### src/design/vlb_pkg.sv
package vlb_pkg;

    ////////////////////////////////////////////////////////////
    // network size
    ////////////////////////////////////////////////////////////

    // one queue per destination tor
    localparam int TOR_NUM = 8;
    localparam int TOR_W = 3;

    // slots in one ocs rotation
    localparam int SLOT_NUM = 2;
    localparam int SLOT_ID_W = 3;

    ////////////////////////////////////////////////////////////
    // byte counts
    ////////////////////////////////////////////////////////////

    localparam int SIZE_W = 32;

    // one byte count per tor, tor t in slice t
    localparam int VEC_W = TOR_NUM * SIZE_W;

endpackage
### src/design/next_hop_table.sv
`timescale 1ns/1ps

module next_hop_table #(
    parameter logic [vlb_pkg::TOR_W-1:0] P_MY_TOR_ID = '0
) (
    input  logic                          i_clk,
    input  logic                          i_rst,
    input  logic                          i_snap,
    input  logic [vlb_pkg::SLOT_ID_W-1:0] i_slot_id,
    output logic [vlb_pkg::TOR_W-1:0]     o_hop_even,
    output logic [vlb_pkg::TOR_W-1:0]     o_hop_odd
);
    import vlb_pkg::*;

    localparam int SLOT_IDX_W = $clog2(SLOT_NUM);

    logic [TOR_W-1:0]      w_even_tbl [TOR_NUM][SLOT_NUM];
    logic [TOR_W-1:0]      w_odd_tbl  [TOR_NUM][SLOT_NUM];
    logic [SLOT_IDX_W-1:0] w_next_slot;

    // even ocs steps forward, odd ocs steps back, by 1 then 3
    for (genvar t = 0; t < TOR_NUM; t++) begin : g_tor
        for (genvar s = 0; s < SLOT_NUM; s++) begin : g_slot
            assign w_even_tbl[t][s] = TOR_W'((t + 2 * s + 1) % TOR_NUM);
            assign w_odd_tbl[t][s]  = TOR_W'((t + TOR_NUM - (2 * s + 1)) % TOR_NUM);
        end
    end

    // wraps back to slot 0 after the last one
    assign w_next_slot = SLOT_IDX_W'((int'(i_slot_id) + 1) % SLOT_NUM);

    always_ff @(posedge i_clk or posedge i_rst) begin
        if (i_rst) begin
            o_hop_even <= '0;
            o_hop_odd  <= '0;
        end else if (i_snap) begin
            o_hop_even <= w_even_tbl[P_MY_TOR_ID][w_next_slot];
            o_hop_odd  <= w_odd_tbl[P_MY_TOR_ID][w_next_slot];
        end
    end

    // the two ocs never land on the same neighbour
    a_hops_differ : assert property (@(posedge i_clk) disable iff (i_rst)
        i_snap |=> (o_hop_even != o_hop_odd));

endmodule

### config.mk
export PLATFORM = sky130hd
export DESIGN_NAME = next_hop_table
export DESIGN_NICKNAME = d
export VERILOG_FILES = /design/src/design/vlb_pkg.sv /design/src/design/next_hop_table.sv
export SDC_FILE = /design/constraint.sdc
export NUM_CORES = 1
export LEC_CHECK = 0
export ABC_AREA = 0
export BUFFER_PORTS_ARGS = -buffer_cell sky130_fd_sc_hd__buf_2
export CAP_MARGIN = 20
export CORE_AREA = 3 3 40 42
export CTS_CLUSTER_SIZE = 20
export DETAILED_ROUTE_END_ITERATION = 16
export DIE_AREA = 0 0 43 45
export GPL_TIMING_DRIVEN = 0
export SYNTH_ARGS = -nofsm -noshare
export SYNTH_HDL_FRONTEND = slang
export SYNTH_SLANG_ARGS = --single-unit
### constraint.sdc
create_clock -name i_clk -period 2.2 [get_ports i_clk]
set_clock_uncertainty 0.05 [all_clocks]
set_input_delay 0.44 -clock i_clk [delete_from_list [all_inputs] [get_ports i_clk]]
set_output_delay 0.44 -clock i_clk [all_outputs]
set_load 0.05 [all_outputs]
# After elaboration in Yosys (flattened, before gate mapping)
# Index checks and enable logic that the tools add are counted.
[classes]
n_addsub = 1
magnitude_cmp = 1
n_mux = 6
n_bitwise = 1
[op_table]
columns = ["operator", "count"]
rows = [
  ["3-bit two-way mux", 4],
  ["2-bit two-way mux", 2],
  ["2-bit greater-or-equal comparator (second input constant)", 1],
  ["1-bit NOT with 2-bit output", 1],
  ["1-bit adder (second input constant)", 1],
]
[totals]
ff_bits = 6
input_bits = 6
output_inout_bits = 6
elab_cells = 11

# Logic depth before layout (Yosys ltp)
# Gate-level depths: netlist of run 1.
[depth]
word_depth = 5
ltp_mapped = 2
mapped_depth_nobuf = 2

# Worst setup path before layout of run 1
# No wires, ideal clock.
[synth_timing]
kind = "flip-flop to output port"
from = "register o_hop_odd[0] (netlist name)"
to = "output port o_hop_odd[0] (netlist name)"
t_arrival_ns = 0.916
required_time_ns = 1.710
setup_slack_ns = 0.794
path_stages_with_launch = 2
n_path_buf = 1
path_cell_list = "dfrtp_1 -> buf_4"
[synth_rtl]
columns = ["item", "line", "source"]
rows = [
  ["start: declaration", "next_hop_table.sv:11", "output logic [vlb_pkg::TOR_W-1:0] o_hop_odd"],
  ["start signal: assignment", "next_hop_table.sv:38", "o_hop_odd <= w_odd_tbl[P_MY_TOR_ID][w_next_slot];"],
]
# No word-level cell between the ends.

==> results, run 1 <==
- The run finished with clean final reports.
- CTS saw 3 sinks.
- The standard-cell row count is 13.
- The DRC marker count from the first detailed-route iteration is 2.
- Once the floorplan was initialized, standard cells occupied a little over a tenth of the core.
- The floorplan step set the die height to between 40 and 50 um.
- The net count of the mapped netlist is 18.
- The number of placed I/O pins is 12.
- At the worst endpoint, the required time is between 1.5 and 2 ns.
- The worst-path cell with the longest stage delay is sky130_fd_sc_hd__dfrtp_1.
- For this block, the routed nets add up to approximately 290 um of wire.
- The number of clock buffers added by TritonCTS is 3.
- Global routing used between 4 and 5% of the available tracks across all layers.
- The routability congestion estimate is ~0.63.
- The via total after detailed routing is around 110.
- The number of distinct library cell variants in the gate-level netlist after synthesis is 7.
- 0 antenna diodes ended up in the layout.
- The cell count after synthesis came out at 12.
- The via count of the first global-routing pass was between 100 and 150.
- The cell area that synthesis handed to floorplanning was around 140 um^2.
- The critical path goes through buf_4, buf_2.
- Before antenna repair, the detailed router went through 3 iterations.
- In the final routed layout, each cell accounts on average for about 7.4 um.
- After routing, the total negative slack on setup checks comes to 0 ns.
- The peak fanout along the critical path is 4.
- Each instance of the synthesized netlist takes up on average 11.7 um^2.
- IR analysis of the VDD net gives a maximum drop of around 0.11 mV.
- The post-route netlist has between 60% and 70% of its cells at a drive strength greater than 1.
- The tool flagged a number of max-cap violations equal to 0.
- The number of warnings reported in the yosys synthesis log is 0.
- The count of input and output buffers is 8.
- Power spread over the standard cell area amounts to 834 mW/mm^2.
- The post-route DRC violation count is 0.
- In the routed layout, each cell is associated on average with a via count of between 2 and 3.
- The path class of the tightest hold or removal check is input pin to async pin.
- The startpoint type of the worst setup path is a flip-flop.
- The count of nets left with antenna violations once routing finished came out at 0.
- At the placement stage, the worst setup path has a slack of just under 1 ns.
- The root cell of the clock tree is sky130_fd_sc_hd__clkbuf_4.
- The total number of H-tree levels is 1.
- The stage delay of the slowest cell on the critical path is 0.37 ns.
- The die area is just under 0.002 mm^2.
- Counting tap cells, the placed design contains a total of 35 instances.
- The number of antenna violations at the first check in global routing is 0.
- Entering global routing, the biggest net connects 5 pins.
- No sink is reached through more buffers than the 2 on the longest clock path.
- The number of hold buffers added after cts is 0.
- The later-pin clock latency in the skew report is around 0.23 ns.
- The number of setup violations in the final report is 0.
- Relative to the synthesized area, the layout overhead comes to 60.7%.
- In this run the standard cell core region covers between 0.001 and 0.0015 mm^2.
- Counting flops and latches in the post-synthesis netlist gives 3.
- The first global-routing pass estimated 476 um of wire.
- The total overflow left after global routing is 0.
- The routed design could run at a clock period as short as about 1.4 ns.
- The critical path endpoint category is an output port.
- The final cycle utilization of the critical path is roughly two thirds.
- The design draws 0.000188 W.
- Once layout is complete, the cells apart from fillers number 39.
- The critical path data arrival time is 0.96 ns.
- The timing-limited maximum frequency is between 600 and 700 MHz.
- The leakage component of the power is 0.116 nW.
- Setup repair after global routing left no endpoint under its margin.
- The count of pins over their slew limit is 0.
- The critical path is of the flip-flop to output port type.
- After synthesis, flip-flops and latches occupy 53.6% of the total area.
- The number of buffers added for setup after CTS is 0.
- The final worst slack is approximately 0.75 ns.
- The count of instances resized after the clock tree is built is 0.
- The clock tree from TritonCTS is done.
- The final layout contains 31 nets.
- The clock transition at the registers of the reported paths is about 0.040 ns.
- Counting the fill cells in the layout gives between 150 and 200.
- The floorplan step set the die width to ~43 um.
- The final-report hold violation count was 0.
==> synth_stat cells <==
cell type / count / area [um^2]
sky130_fd_sc_hd__mux2_4: 1 / 15.0
sky130_fd_sc_hd__conb_1: 1 / 3.75
sky130_fd_sc_hd__or2_2: 1 / 6.26
sky130_fd_sc_hd__mux2i_1: 1 / 10.0
sky130_fd_sc_hd__dfrtp_1: 3 / 75.1
sky130_fd_sc_hd__buf_4: 3 / 22.5
sky130_fd_sc_hd__inv_1: 2 / 7.51
==> path summary, 6_finish.rpt <==
check,from,endpoint,slack (ns),cells after the start
worst max-delay path,o_hop_odd[0],o_hop_odd[2],0.75,2
min in group i_clk,i_slot_id[0],o_hop_even[1],0.35,2
max in group asynchronous,i_rst,o_hop_odd[1],1.96,2
worst min register to register,o_hop_odd[1],o_hop_odd[1],0.45,1
worst max register to register,o_hop_odd[0],o_hop_odd[0],1.35,1
worst min-delay path,i_rst,o_hop_odd[0],0.02,2
==> flip-flops by register name, indices dropped and copies added, names as in the netlist <==
signal / count
o_hop_even: 1
o_hop_odd: 2
==> worst max-delay path, delay by kind of cell (launching register included) <==
| kind | cells | cell delay [ns] |
|---|---|---|
| buf+inv | 2 | 0.35 |
| flops | 1 | 0.37 |
==> placed cells by master, fill, tap and decap left out, drive strengths merged <==
cell,n
dfrtp,3
mux2i,1
clkbuf,4
buf,11
conb,1
mux2,1
inv,2
or2,1
==> metrics by stage <==
stage	hold WS (ns)	instance area, um^2	util, %
after detailed placement	0.259	199	15.5
after CTS	0.0100	225	17.5
final	0.0151	225	17.5
after global routing	0.0201	225	17.5
after global placement	0.257	199	15.5
after floorplan	0.144	140	-
==> routing by layer <==
layer  global-route usage [%]  routed length (um)  vias up
met5                        0                   0        -
met4                     7.23                   0        0
met3                     4.78                  62        0
met2                     4.49                 129        9
met1                     3.64                  95       50
li1                         -                   -       54
==> report_power, final <==
group	switching [W]	total, W	internal (W)
logic	0.0000225	0.0000322	0.00000970
clock network	0.0000268	0.0000946	0.0000679
registers	0.00000191	0.0000611	0.0000592
total	0.0000511	0.000188	0.000137
==> layout make-up <==
class                   count  area (um^2)  area share, %
plain buffers               3         22.5           10.0
clock buffers               4         26.3           11.7
inverters                   2         7.51           3.33
multi-input cells           4         35.0           15.6
flip-flops and latches      3         75.1           33.3
well taps                  15         18.8           8.33
repair buffers              8         40.0           17.8
==> cell families after synthesis <==
kind of cell,share of synthesized area [%]
buf+inv,21.4
flops,53.6
mux,17.9
simple gates,4.47
other cells,2.68
(Power assumes the default switching activity.)
==> run 2, diff against run 1 <==
==> constraint.sdc (replaced) <==
create_clock -name i_clk -period 1.2 [get_ports i_clk]
set_clock_uncertainty 0.05 [all_clocks]
set_input_delay 0.24 -clock i_clk [delete_from_list [all_inputs] [get_ports i_clk]]
set_output_delay 0.24 -clock i_clk [all_outputs]
set_load 0.05 [all_outputs]
==> results, run 2 (synthesized netlist as in run 1, its figures left out) <==
- The deepest clock path buffer count came to 2 (unchanged).
- The estimated wirelength of the detail-placed design is ~240 um.
- The time the worst path needs with I/O delays and setup is around 1.2 ns.
- The clock net sink count is 3 (unchanged).
- The y dimension of the die is 45 um (unchanged).
- The first-pass GRT wire length came to 531 um (+12%).
- The count of pins over their slew limit is 0 (unchanged).
- The die area is 0.00194 mm^2 (unchanged).
- The flow ran to the end, and the final reports show no timing, DRC or antenna violations.
- The peak fanout along the critical path came to 4 (unchanged).
- The number of buffers added for setup after CTS is 0 (unchanged).
- The clock transition at the registers of the reported paths is 0.04 ns (about the same).
- The share of post-route cells with drive strength above 1 came to 68.0% (+1.3 points).
- The count of placed standard cells including taps is 35 (unchanged).
- The number of diodes added for antenna fixing came to 0 (unchanged).
- The final-report hold violation count is 0 (unchanged).
- More flip-flops sit in one register than any other, and that register is o_hop_odd.
- The filler-free cell count of the finished design is 40 (+2.6%).
- The number of CTS-inserted buffers is 3 (unchanged).
- The total number of H-tree levels is 1 (unchanged).
- The root cell of the clock tree is sky130_fd_sc_hd__clkbuf_4.
- The all-layer global routing usage is 4.59% (+0.080 points).
- The number of nets in the layout is 32 (+3.2%).
- The via count of the first global-routing pass is 132 (+21%).
- The startpoint type of the worst setup path is a flip-flop.
- The post-detailed-routing wire length is 310 um (+8.0%).
- The largest net degree at the start of global routing is 5 (unchanged).
- The effective utilization at floorplan is 10.9% (unchanged).
- The largest registers in the layout are o_hop_odd x2, o_hop_even x1.
- The later-pin clock latency in the skew report was 0.23 ns (about the same).
- The sum of internal, switching and leakage power is 0.000347 W (+85%).
- The path class of the tightest hold or removal check is input pin to flip-flop.
- The die width is 43 um (unchanged).
- The post-route worst hold slack came to 0.160 ns (+0.145 ns).
- The total grt overflow is 0 (unchanged).
- The routability congestion estimate came to 0.621 (-0.81%).
- The number of max-cap violations is 0 (unchanged).
- Leaving out fill and tap cells, the most frequent cell in the layout is sky130_fd_sc_hd__buf_2.
- The via total after detailed routing is 119 (+5.3%).
- The number of setup violations in the final report is 0 (unchanged).
- The timing-limited maximum frequency is around 830 MHz.
- The number of placed I/O pins is 12 (unchanged).
- The routed wirelength normalized by instance count is 7.75 um (+5.3%).
- The number of search-and-repair iterations in the first detailed-routing pass is 1 (-2).
- The classification of the worst setup path is flip-flop to output port.
- The via density per instance is 2.98 (+2.7%).
- The final worst slack is 0.000553 ns (-0.753 ns).
- The data required time of the critical path is 0.91 ns (-0.80 ns).
- The critical path data arrival time is 0.91 ns (-0.05 ns).
- From synthesis to final layout, the design area changed by 88.4%.
- The post-route DRC violation count was 0 (unchanged).
- The standard-cell row count is 13 (unchanged).
- The highest ir drop seen on vdd is 0.205 mV (+78%).
- The number of antenna violations at the first check in global routing is 0 (unchanged).
- The leakage component of the power is 0.134 nW (+16%).
- The post-layout utilization of the core was 20.5% (+3.0 points).
- The count of fill cells added during filler insertion is 140 (-7.9%).
- Setup repair after global routing could not meet its margin everywhere.
- TritonCTS built the clock tree.
- The area of the core is 0.00128 mm^2 (unchanged).
- The worst setup path is captured at an output port.
- The power per cell area came to 1320 mW/mm^2 (+58%).
- In the layout the commonest cells are 6 x sky130_fd_sc_hd__buf_2, 3 x sky130_fd_sc_hd__clkbuf_4.
- The remaining antenna violation count after routing is 0 (unchanged).
- The DRC marker count from the first detailed-route iteration came to 0 (-2).
- The final cycle utilization of the critical path is 100%.
- The count of input and output buffers is 8 (unchanged).
- The post-placement worst setup slack was 0.185 ns (-0.800 ns).
- The number of flip-flops under the largest register name is 2 (unchanged).
[run 2: cell types whose count changed in the layout (fill, tap and decap cells not counted), sizes merged]
cell | before | now
dlygate4sd3 | 0 | 1
[run 2: report_power, final]
| group | total, W | internal (W) | switching (W) |
|---|---|---|---|
| Sequential | 0.000112 | 0.000109 | 0.00000315 |
| Combinational | 0.0000625 | 0.0000199 | 0.0000426 |
| Clock | 0.000173 | 0.000124 | 0.0000487 |
| Total | 0.000347 | 0.000253 | 0.0000944 |
[run 2: routing by layer]
layer  wire length [um]  track usage (%)
met5                  0                0
met4                  0             7.23
met3                 50             3.59
met2                159             6.29
met1                100             3.15
[run 2: final cells by class]
class / count / area (um^2) / share of cell area, %
flip-flops and latches: 3 / 76.3 / 28.9
repair buffers: 9 / 70.1 / 26.5
multi-input cells: 4 / 35.0 / 13.3
plain buffers: 3 / 30.0 / 11.4
clock buffers: 4 / 26.3 / 9.95
well taps: 15 / 18.8 / 7.11
inverters: 2 / 7.51 / 2.84
[run 2: timing repair]
| item | CTS | global route |
|---|---|---|
| pin swaps | 0 | 0 |
| hold endpoints to repair | 3 | 0 |
| setup endpoints to repair | 2 | 3 |
| hold buffers | 1 | 0 |
| gates resized for setup | 8 | 0 |
[run 2: final timing paths]
path | cells after the start | slack (ns) | end | startpoint
max in group asynchronous | 3 | 0.59 | o_hop_odd[0] | i_rst
worst min-delay path | 2 | 0.16 | o_hop_even[1] | i_slot_id[0]
worst max register to register | 1 | 0.31 | o_hop_odd[0] | o_hop_odd[0]
min in group asynchronous | 3 | 0.37 | o_hop_even[1] | i_rst
worst min register to register | 1 | 0.46 | o_hop_odd[1] | o_hop_odd[1]
worst max-delay path | 2 | 0.0006 | o_hop_odd[0] | o_hop_odd[0]
[run 2: through the flow]
stage | setup TNS, ns | instance area [um^2]
after global placement | 0 | 200
after detailed placement | 0 | 200
after CTS | -0.0182 | 264
after floorplan | 0 | 141
after global routing | -0.0664 | 264
final | 0 | 264
[run 2: worst max-delay path, stage by stage, from the launching register on]
cell                      delay (ns)
sky130_fd_sc_hd__dfrtp_2        0.42
sky130_fd_sc_hd__buf_6          0.12
sky130_fd_sc_hd__buf_8          0.14
